## src/hw/rv_ex_pkg.sv

```systemverilog
////////////////////
// Shared types and constants of the RV32I execute stage
// XLEN is fixed at 32, RV64 W-forms and RVC are not supported
////////////////////

package rv_ex_pkg;

  ////////////////////
  // Widths
  ////////////////////

  // Data and instruction word
  localparam int XLEN  = 32;
  localparam int ILEN  = 32;
  // Shift amount bits
  localparam int SBITS = $clog2(XLEN);

  // func7 patterns for OP and the immediate shifts
  localparam logic [6:0] F7_BASE = 7'b000_0000;
  localparam logic [6:0] F7_ALT  = 7'b010_0000;

  ////////////////////
  // Encodings
  ////////////////////

  // Major opcode, instruction bits 6:2
  typedef enum logic [4:0] {
    OPC_LUI    = 5'b01101,
    OPC_AUIPC  = 5'b00101,
    OPC_JAL    = 5'b11011,
    OPC_JALR   = 5'b11001,
    OPC_OP_IMM = 5'b00100,
    OPC_OP     = 5'b01100,
    OPC_SYSTEM = 5'b11100
  } opc_e;

  // func3 of OP and OP_IMM
  typedef enum logic [2:0] {
    F3_ADD  = 3'b000,
    F3_SLL  = 3'b001,
    F3_SLT  = 3'b010,
    F3_SLTU = 3'b011,
    F3_XOR  = 3'b100,
    F3_SR   = 3'b101,
    F3_OR   = 3'b110,
    F3_AND  = 3'b111
  } alu_f3_e;

  // func3 of SYSTEM, 000 and 100 are not CSR accesses
  typedef enum logic [2:0] {
    CSR_RW  = 3'b001,
    CSR_RS  = 3'b010,
    CSR_RC  = 3'b011,
    CSR_RWI = 3'b101,
    CSR_RSI = 3'b110,
    CSR_RCI = 3'b111
  } csr_op_e;

  // Implemented machine-mode CSRs
  localparam logic [11:0] CSR_MTVEC    = 12'h305;
  localparam logic [11:0] CSR_MSCRATCH = 12'h340;
  localparam logic [11:0] CSR_MEPC     = 12'h341;
  localparam logic [11:0] CSR_MCAUSE   = 12'h342;

  ////////////////////
  // Bundles
  ////////////////////

  // Decoded instruction from ID
  typedef struct packed {
    logic [XLEN-1:0] pc;
    logic [ILEN-1:0] instr;
    logic            bubble;
  } id_pkt_t;

  // ALU operands
  typedef struct packed {
    logic [XLEN-1:0] opa;
    logic [XLEN-1:0] opb;
  } ops_t;

  // CSR write request
  typedef struct packed {
    logic [11:0]     addr;
    logic [XLEN-1:0] wval;
    logic            we;
  } csr_wr_t;

  // Stage result toward write-back
  typedef struct packed {
    logic            bubble;
    logic [XLEN-1:0] r;
  } ex_res_t;

endpackage
```

## src/hw/rv_ex_top.sv

```systemverilog
////////////////////
// Execute stage, one cycle from id to res
// ex_stall freezes result and CSR writes together
////////////////////

module rv_ex_top
  import rv_ex_pkg::*;
(
  input  logic            clk,
  input  logic            rstn,
  input  logic            ex_stall,
  input  id_pkt_t         id,
  input  logic [XLEN-1:0] rs1_val,
  input  logic [XLEN-1:0] rs2_val,
  output ex_res_t         res
);

  // Stage internal nets
  ops_t            ops;
  csr_wr_t         csr_wr;
  logic [XLEN-1:0] csr_rval;

  // Operands, combinational
  rv_operand_sel u_operand_sel (
    .id      (id),
    .rs1_val (rs1_val),
    .rs2_val (rs2_val),
    .ops     (ops)
  );

  // Result register and CSR request
  rv_alu u_alu (
    .clk      (clk),
    .rstn     (rstn),
    .ex_stall (ex_stall),
    .id       (id),
    .ops      (ops),
    .csr_rval (csr_rval),
    .res      (res),
    .csr_wr   (csr_wr)
  );

  // CSR state
  rv_csr_file u_csr_file (
    .clk      (clk),
    .rstn     (rstn),
    .id       (id),
    .csr_wr   (csr_wr),
    .csr_rval (csr_rval)
  );

endmodule

```

## src/hw/rv_csr_file.sv

```systemverilog
////////////////////
// Minimal machine-mode CSR file, four registers
// Read is combinational off the instruction in ID, write is clocked
// Stall is handled by the writer, we is trusted as is
////////////////////

module rv_csr_file
  import rv_ex_pkg::*;
(
  input  logic            clk,
  input  logic            rstn,
  input  id_pkt_t         id,
  input  csr_wr_t         csr_wr,
  output logic [XLEN-1:0] csr_rval
);

  logic [11:0]     rd_addr;
  logic [XLEN-1:0] mscratch;
  logic [XLEN-1:0] mtvec;
  logic [XLEN-1:0] mepc;
  logic [XLEN-1:0] mcause;

  ////////////////////
  // Read port
  ////////////////////

  // CSR address field of the current instruction
  assign rd_addr = id.instr[31:20];

  always_comb begin
    case (rd_addr)
      CSR_MSCRATCH: csr_rval = mscratch;
      CSR_MTVEC:    csr_rval = mtvec;
      CSR_MEPC:     csr_rval = mepc;
      CSR_MCAUSE:   csr_rval = mcause;
      // Unimplemented reads as zero
      default:      csr_rval = '0;
    endcase
  end

  ////////////////////
  // Write port
  ////////////////////

  always_ff @(posedge clk or negedge rstn) begin
    if (!rstn) begin
      mscratch <= '0;
      mtvec    <= '0;
      mepc     <= '0;
      mcause   <= '0;
    end else if (csr_wr.we) begin
      case (csr_wr.addr)
        CSR_MSCRATCH: mscratch <= csr_wr.wval;
        // Base is word aligned, mode bits tied off
        CSR_MTVEC:    mtvec    <= {csr_wr.wval[XLEN-1:2], 2'b00};
        CSR_MEPC:     mepc     <= csr_wr.wval;
        CSR_MCAUSE:   mcause   <= csr_wr.wval;
        // Write to anything else is dropped
        default: begin
          mscratch <= mscratch;
        end
      endcase
    end
  end

endmodule

```

## src/hw/rv_alu.sv

```systemverilog
////////////////////
// Registered RV32I ALU with CSR read-modify-write generation
// Illegal encodings leave a bubble with result 0
// csr_wr is combinational and only valid for an unstalled, non-bubble CSR op
////////////////////

module rv_alu
  import rv_ex_pkg::*;
(
  input  logic            clk,
  input  logic            rstn,
  input  logic            ex_stall,
  input  id_pkt_t         id,
  input  ops_t            ops,
  input  logic [XLEN-1:0] csr_rval,
  output ex_res_t         res,
  output csr_wr_t         csr_wr
);

  opc_e             opc;
  alu_f3_e          f3;
  csr_op_e          csr_op;
  logic [6:0]       f7;
  logic [SBITS-1:0] shamt;
  logic             alt;
  logic [XLEN-1:0]  alu_nxt;
  logic             legal;
  logic             is_csr;
  logic             csr_upd;

  ////////////////////
  // Decode
  ////////////////////

  assign opc    = opc_e'(id.instr[6:2]);
  assign f3     = alu_f3_e'(id.instr[14:12]);
  assign csr_op = csr_op_e'(id.instr[14:12]);
  assign f7     = id.instr[31:25];
  assign shamt  = ops.opb[SBITS-1:0];

  // SUB/SRA select, in OP_IMM only shifts carry func7
  assign alt = id.instr[30] && ((opc == OPC_OP) || (f3 == F3_SR));

  ////////////////////
  // Next result
  ////////////////////

  always_comb begin
    alu_nxt = '0;
    legal   = 1'b0;
    is_csr  = 1'b0;
    case (opc)
      // LUI has zero in opa, so one adder serves both
      OPC_LUI, OPC_AUIPC: begin
        alu_nxt = ops.opa + ops.opb;
        legal   = 1'b1;
      end
      // Link address
      OPC_JAL: begin
        alu_nxt = id.pc + XLEN'(4);
        legal   = 1'b1;
      end
      OPC_JALR: begin
        alu_nxt = id.pc + XLEN'(4);
        legal   = (f3 == F3_ADD);
      end
      OPC_OP, OPC_OP_IMM: begin
        case (f3)
          F3_ADD:  alu_nxt = alt ? ops.opa - ops.opb : ops.opa + ops.opb;
          F3_SLL:  alu_nxt = ops.opa << shamt;
          F3_SLT:  alu_nxt = {{(XLEN-1){1'b0}}, $signed(ops.opa) < $signed(ops.opb)};
          F3_SLTU: alu_nxt = {{(XLEN-1){1'b0}}, ops.opa < ops.opb};
          F3_XOR:  alu_nxt = ops.opa ^ ops.opb;
          F3_SR: begin
            // Kept apart so the signed shift is not mixed with unsigned
            if (alt) begin
              alu_nxt = $signed(ops.opa) >>> shamt;
            end else begin
              alu_nxt = ops.opa >> shamt;
            end
          end
          F3_OR:   alu_nxt = ops.opa | ops.opb;
          F3_AND:  alu_nxt = ops.opa & ops.opb;
          default: alu_nxt = '0;
        endcase
        // func7 checks
        if (opc == OPC_OP) begin
          legal = (f7 == F7_BASE) || ((f7 == F7_ALT) && ((f3 == F3_ADD) || (f3 == F3_SR)));
        end else if (f3 == F3_SLL) begin
          legal = (f7 == F7_BASE);
        end else if (f3 == F3_SR) begin
          legal = (f7 == F7_BASE) || (f7 == F7_ALT);
        end else begin
          legal = 1'b1;
        end
      end
      // Old CSR value goes to rd
      OPC_SYSTEM: begin
        alu_nxt = csr_rval;
        legal   = csr_op inside {CSR_RW, CSR_RS, CSR_RC, CSR_RWI, CSR_RSI, CSR_RCI};
        is_csr  = legal;
      end
      default: begin
        alu_nxt = '0;
      end
    endcase
    // Compressed encodings are illegal here
    if (id.instr[1:0] != 2'b11) begin
      legal  = 1'b0;
      is_csr = 1'b0;
    end
  end

  ////////////////////
  // Result register
  ////////////////////

  always_ff @(posedge clk or negedge rstn) begin
    if (!rstn) begin
      res.bubble <= 1'b1;
      res.r      <= '0;
    end else if (!ex_stall) begin
      res.bubble <= id.bubble | ~legal;
      res.r      <= (id.bubble || !legal) ? '0 : alu_nxt;
    end
  end

  ////////////////////
  // CSR write request
  ////////////////////

  always_comb begin
    csr_wr.addr = id.instr[31:20];
    csr_wr.wval = '0;
    csr_upd     = 1'b0;
    case (csr_op)
      // Write forms always update
      CSR_RW: begin
        csr_wr.wval = ops.opa;
        csr_upd     = 1'b1;
      end
      CSR_RWI: begin
        csr_wr.wval = ops.opb;
        csr_upd     = 1'b1;
      end
      // Set and clear only with a nonzero mask
      CSR_RS: begin
        csr_wr.wval = csr_rval | ops.opa;
        csr_upd     = |ops.opa;
      end
      CSR_RSI: begin
        csr_wr.wval = csr_rval | ops.opb;
        csr_upd     = |ops.opb;
      end
      CSR_RC: begin
        csr_wr.wval = csr_rval & ~ops.opa;
        csr_upd     = |ops.opa;
      end
      CSR_RCI: begin
        csr_wr.wval = csr_rval & ~ops.opb;
        csr_upd     = |ops.opb;
      end
      default: begin
        csr_upd = 1'b0;
      end
    endcase
    // Commit together with the result register
    csr_wr.we = is_csr & csr_upd & ~id.bubble & ~ex_stall;
  end

endmodule

```

## src/hw/rv_operand_sel.sv

```systemverilog
////////////////////
// Combinational operand selection in front of the ALU
// Unknown opcodes and JAL get zero operands
////////////////////

module rv_operand_sel
  import rv_ex_pkg::*;
(
  input  id_pkt_t         id,
  input  logic [XLEN-1:0] rs1_val,
  input  logic [XLEN-1:0] rs2_val,
  output ops_t            ops
);

  opc_e            opc;
  logic [XLEN-1:0] imm_i;
  logic [XLEN-1:0] imm_u;
  logic [XLEN-1:0] zimm;

  ////////////////////
  // Field extraction
  ////////////////////

  assign opc = opc_e'(id.instr[6:2]);

  // I-type, sign extended from bit 31
  assign imm_i = {{(XLEN-12){id.instr[31]}}, id.instr[31:20]};

  // U-type, low 12 bits zero
  assign imm_u = {id.instr[31:12], 12'h000};

  // CSR immediate sits in the rs1 field
  assign zimm = {{(XLEN-5){1'b0}}, id.instr[19:15]};

  ////////////////////
  // Operand mux
  ////////////////////

  always_comb begin
    ops = '0;
    case (opc)
      // opa stays zero, ALU adds it anyway
      OPC_LUI: begin
        ops.opb = imm_u;
      end
      OPC_AUIPC: begin
        ops.opa = id.pc;
        ops.opb = imm_u;
      end
      // JALR target calc is not done here, only the operands
      OPC_JALR, OPC_OP_IMM: begin
        ops.opa = rs1_val;
        ops.opb = imm_i;
      end
      OPC_OP: begin
        ops.opa = rs1_val;
        ops.opb = rs2_val;
      end
      // Register forms use opa, immediate forms use opb
      OPC_SYSTEM: begin
        ops.opa = rs1_val;
        ops.opb = zimm;
      end
      default: begin
        ops = '0;
      end
    endcase
  end

endmodule

```

## config.mk

```make
export PLATFORM = sky130hd
export DESIGN_NAME = rv_ex_top
export DESIGN_NICKNAME = d
export VERILOG_FILES = /design/src/hw/rv_ex_pkg.sv /design/src/hw/rv_ex_top.sv /design/src/hw/rv_csr_file.sv /design/src/hw/rv_alu.sv /design/src/hw/rv_operand_sel.sv
export SDC_FILE = /design/constraint.sdc
export NUM_CORES = 1
export LEC_CHECK = 0
export ABC_CLOCK_PERIOD_IN_PS = 3900
export BUFFER_PORTS_ARGS = -buffer_cell sky130_fd_sc_hd__buf_4
export CAP_MARGIN = 25
export CORE_MARGIN = 5
export CORE_UTILIZATION = 68
export DETAILED_ROUTE_END_ITERATION = 8
export MAX_ROUTING_LAYER = met4
export PLACE_DENSITY = 0.95
export SETUP_SLACK_MARGIN = 0.3
export SYNTH_ARGS = -nofsm -noshare
export SYNTH_HDL_FRONTEND = slang
export SYNTH_HIERARCHICAL = 1
export SYNTH_SLANG_ARGS = --single-unit
export TNS_END_PERCENT = 1
```

## constraint.sdc

```tcl
create_clock -name clk -period 3.9 [get_ports clk]
set_input_delay 0.585 -clock clk [delete_from_list [all_inputs] [get_ports clk]]
set_output_delay 0.585 -clock clk [all_outputs]
set_load 0.01 [all_outputs]
```

==> results of run 1 <==
stage by stage:
| stage | TNS [ns] | utilization [%] | cell area, um^2 |
|---|---|---|---|
| 2_1_floorplan | -62.97 | - | 20400 |
| 3_3_place_gp | -105.24 | 85.23 | 25130 |
| 3_5_place_dp | -133.37 | 85.23 | 25130 |
| 4_1_cts | -10.45 | 91.62 | 27010 |
cell families after synthesis:
| logic type | after synthesis |
|---|---|
| xor gates and xnor gates | 73 |
| AOI/OAI and AO/OA | 773 |
| and+or+nand+nor | 763 |
| muxes | 271 |
| DFF | 159 |
| adders and majority gates | 100 |
| buffers and inverters | 319 |
cells in the mapped netlist, types with 31 or more instances:
library cell	count	area, um^2
mux4_2	50	1126
dfrtp_1	158	3954
mux2_2	129	1453
clkbuf_1	124	465.5
mux2_4	31	465.5
o211ai_1	46	345.3
mux2i_1	43	430.4
nand3_1	41	205.2
nand2_1	273	1025
inv_1	100	375.4
a32o_1	33	330.3
o21ai_0	193	965.9
a21oi_1	182	910.9
a22oi_1	33	247.7
nor3_1	40	200.2
ha_1	98	1226
nor2_1	199	747.0
xnor2_1	57	499.2
nand4_1	37	231.5
per-layer routing:
layer | overflow | track usage [%]
met2 | 1625 | 121.5
met3 | 359 | 96.19
met1 | 457 | 97.37
met5 | - | -
met4 | 510 | 108.3
what timing repair did:
action | in CTS
endpoints found under the setup margin | 158
hold buffers | 0
buffers inserted | 37
gates resized for setup | 231
pin swaps | 81
==> flow_summary_export.csv, run 1 <==
group,metric,value,unit
status,status,"stopped before the end",
status,stop_stage,"global routing",
status,error_line,"[ERROR GRT-0116] Global routing finished with congestion. Check the congestion regions in the DRC Viewer.",
placed_design,dp_hpwl,82.96,mm
yosys,synth-adder-area-share,6.276,%
placed_design,dp_slack,-1.002,ns
yosys,synth-xor-area-share,3.169,%
global_route,grt_remaining_overflow,2951,
yosys,ys_types,107,
die,fp-row-count,63,
placed_design,gp_congestion,1.361,
cts,cts_buffers,17,
yosys,syn-mean-instance-area,8.208,um^2
yosys,synth_compound_area_share,25.70,%
global_route,grt_max_degree,101,
yosys,ys_ff_latch,159,
yosys,synth_top_family_by_area,"compound AO/OA/AOI/OAI gates",
global_route,grtUsageTotal,105.8,%
yosys,synth_edf_count,0,
die,ioPinCount,165,
global_route,grt_pass1_wl,257.2,mm
yosys,yosysWarnings,6,
yosys,syn_nets,2690,
die,die_x,182.3,um
cts,cts_root_buf,"clkbuf_16",
yosys,synthMuxAreaShare,18.97,%
yosys,synth-async-reset-ratio,100.0,%
die,die_y,182.3,um
global_route,first_global_vias,36487,
die,start_util,68.44,%
placed_design,port_buffers,159,
yosys,synth-simple-area-share,18.59,%
cts,clk_path_buf_depth,2,
yosys,ys.flop_type,"dfrtp_1",
cts,cts.sinks,159,
placed_design,placed_cells,3325,
cts,htreeDepth,4,
yosys,syn_area,20180,um^2
yosys,synthCells,2458,
yosys,ys_seq_area_share,19.73,%
==> run 2, diff against run 1 <==
--- a/config.mk
+++ b/config.mk
@@ -9,11 +9,9 @@
 export BUFFER_PORTS_ARGS = -buffer_cell sky130_fd_sc_hd__buf_4
 export CAP_MARGIN = 25
 export CORE_MARGIN = 5
-export CORE_UTILIZATION = 68
+export CORE_UTILIZATION = 40
 export DETAILED_ROUTE_END_ITERATION = 8
-export MAX_ROUTING_LAYER = met4
-export PLACE_DENSITY = 0.95
-export SETUP_SLACK_MARGIN = 0.3
+export PLACE_DENSITY_LB_ADDON = 0.15
 export SYNTH_ARGS = -nofsm -noshare
 export SYNTH_HDL_FRONTEND = slang
 export SYNTH_HIERARCHICAL = 1
==> run 2 against run 1 <==
Net effect: the flow now finishes, with violations (setup timing); synthesized cell count did not move; area after synthesis did not move.
==> flow_summary_export.csv, run 2 <==
group,metric,value,unit
status,status,"complete, but fails checks",
status,failed_checks,"setup timing",
timing,worstMarginPinSlew,1.048,ns
cts,cts_buffers,17,
yosys,ys_types,107,
yosys,ys_ff_latch,159,
power_and_ir_drop,power,5812,uW
yosys,synthTopCellsByCount,"nand2_1, nor2_1, o21ai_0",
setup_path,crit_fanout,6,
placed_design,dp_hpwl,88.16,mm
yosys,syn_area,20180,um^2
die,ioPinCount,165,
yosys,synth-async-reset-ratio,100.0,%
die,die_area,55030,um^2
yosys,synth_top_family_by_area,"compound AO/OA/AOI/OAI gates",
timing,min_period,4.399,ns
yosys,ys_top_cells_by_area,"dfrtp_1, mux2_2, ha_1, mux4_2, nand2_1",
cells_and_area,layout_commonest_cell,"buf_4",
yosys,syn-mean-instance-area,8.208,um^2
job,maxCapViolations,0,
timing,finalHoldViolCount,0,
setup_path,worst-setup-path-type,"in2reg",
timing,final_max_slew_viol_count,0,
yosys,ys.flop_type,"dfrtp_1",
yosys,synth-simple-area-share,18.59,%
timing,fin_crit_sh,112.8,%
setup_path,cp-start-kind,"input port",
timing,clock.fmax,0.2273,GHz
setup_path,path_cells,"buf_4 > or3b_4 > nor3b_4 > buf_6 > buf_2 > a32o_2 > buf_4 > inv_1 > ha_1 > o21ba_2 > or4_4 > a211oi_4 > o211ai_2 > o2111ai_2 > buf_4 > a21oi_1 > mux2i_1 > a211o_1 > a21oi_2",
cells_and_area,layout_common_cells,"buf_4, nand2_1, nor2_1",
placed_design,gp_congestion,1.056,
yosys,yosys.area.top_type_share,19.60,%
setup_path,cpPeakStageDelay,0.44,ns
setup_path,crit_top_cell,"buf_4",
die,core_area,50070,um^2
setup_path,end_kind,"flop",
setup_path,critPathSlowestCell,"or4_4",
drt,drt_iter0_markers,3418,
cells_and_area,largest_reg_flops,33,
yosys,yosysWarnings,6,
cells_and_area,fin_nets,3344,
global_route,use_met3,8.057,%
cts,clk_path_buf_depth,2,
global_route,grt_max_degree,83,
die,die_y,234.6,um
global_route,grt_pass1_wl,157.2,mm
yosys,synth_edf_count,0,
yosys,synth-xor-area-share,3.169,%
timing,slew_headroom,29.52,%
global_route,gr-max-usage-layer,"met2",
drt,dr.pass1.iters,8,
drt,vias_per_cell,6.359,
die,fp-row-count,82,
power_and_ir_drop,ir_drop,0.3303,mV
timing,fin_ws,-0.4992,ns
global_route,use_met2,58.66,%
global_route,antenna_found_initial,2,
cells_and_area,fill_cells,4752,
drt,ant_nets,0,
die,die_x,234.6,um
cts,clock_latency,0.48,ns
setup_path,required,4.30,ns
hold_path,hold_path_class,"in2async",
global_route,grt_remaining_overflow,0,
cts,cts.sinks,159,
die,start_util,40.30,%
yosys,synthCells,2458,
drt,wl_per_cell,29.19,um
timing,fin_worst_skew,0.02148,ns
cts,clk_pin_slew,0.08,ns
cells_and_area,final_layout_size_suffix_gt1_share,40.26,%
drt,drcViolationCount,0,
power_and_ir_drop,p_leak,0.01261,uW
power_and_ir_drop,power-per-cell-area,206.5,nW/um^2
yosys,syn_nets,2690,
cells_and_area,syn_to_final_growth,39.47,%
placed_design,port_buffers,159,
timing,hold_slack,0.1342,ns
global_route,grtUsageTotal,38.77,%
yosys,ys_seq_area_share,19.73,%
drt,vias,24159,
timing,rsz0062_at_grt,"yes",
drt,drt_wl_total,110.9,mm
yosys,yosys.area.top_type,"dfrtp_1",
global_route,grt_use_met1,53.55,%
global_route,first_global_vias,22905,
yosys,synth_most_common_cell,"nand2_1",
yosys,synth-adder-area-share,6.276,%
setup_path,worstPathArrival,4.80,ns
timing,setup_viol,154,
cells_and_area,regMostFlops,"u_alu/res",
cts,htreeDepth,4,
cts,cts_root_buf,"clkbuf_16",
cts,tritoncts,"built",
yosys,synthMuxAreaShare,18.97,%
yosys,synth_compound_area_share,25.70,%
[run 2: cell counts after synthesis]
No cell type changed its count.
[run 2: worst paths after layout]
check	start	end	slack, ns	cells past startpoint
max	id[7]	u_alu/res[31]	-0.50	19
min	rstn	u_csr_file/mscratch[29]	0.13	1
max reg2reg	u_csr_file/mcause[31]	u_alu/res[31]	1.68	9
min reg2reg	u_alu/res[32]	u_alu/res[32]	0.47	2
max in group asynchronous	rstn	u_csr_file/mepc[7]	2.89	2
min in group clk	u_alu/res[32]	u_alu/res[32]	0.47	2
[run 2: where the power goes]
| part | total, uW | internal, uW | switching [uW] |
|---|---|---|---|
| sequential | 1650 | 1650 | 0.805 |
| combinational | 2370 | 1010 | 1360 |
| clock | 1790 | 874 | 915 |
| total | 5810 | 3530 | 2280 |
[run 2: final cells by class]
cell class	instances	area [um^2]	area share, %
Antenna cell	2	5.005	0.01779
Clock buffer	17	425.4	1.512
Clock inverter	15	187.7	0.6670
Multi-Input combinational cell	1980	15440	54.88
Timing Repair Buffer	850	6842	24.31
Sequential cell	159	3980	14.14
Inverter	104	415.4	1.476
Tap cell	672	840.8	2.988
[run 2: kinds of logic after synthesis]
logic type,after synthesis
DFF,159
muxes,271
and+or+nand+nor,763
xor gates and xnor gates,73
buffers and inverters,319
AOI/OAI and AO/OA,773
adders and majority gates,100
[run 2: worst max-delay path: cells and delay by family]
| kind | cells | cell delay (ns) |
|---|---|---|
| buffers and inverters | 6 | 0.80 |
| multiplexers | 1 | 0.14 |
| AND/OR/NAND/NOR | 3 | 1.13 |
| adder cells (fa/ha/maj) | 1 | 0.28 |
| AO/OA/AOI/OAI | 8 | 1.82 |
[run 2: what timing repair did]
action	in CTS	in global routing
pin swaps	12	29
hold buffers	0	0
gates cloned	0	2
resized for setup	54	105
setup endpoints to repair	154	158
buffers inserted	4	15
[run 2: metal layers]
layer / up-vias / part of all wire, %
li1: 10531 / -
met1: 11873 / 42
met2: 1485 / 43
met3: 270 / 9.8
met4: 0 / 5.5
met5: - / 0
[run 2: stage by stage]
step	utilization, %	setup TNS, ns	std cells	area (um^2)	setup slack (ns)
finish	56.20	-21.31	3799	28140	-0.4992
global placement	53.31	-126.65	3745	26690	-1.198
global route	56.19	-19.99	3797	28130	-0.5566
floorplan	-	-62.97	2458	20400	-0.7027
CTS	55.03	-7.969	3781	27550	-0.4649
detailed placement	53.31	-122.25	3745	26690	-1.241
(Power assumes the default switching activity.)
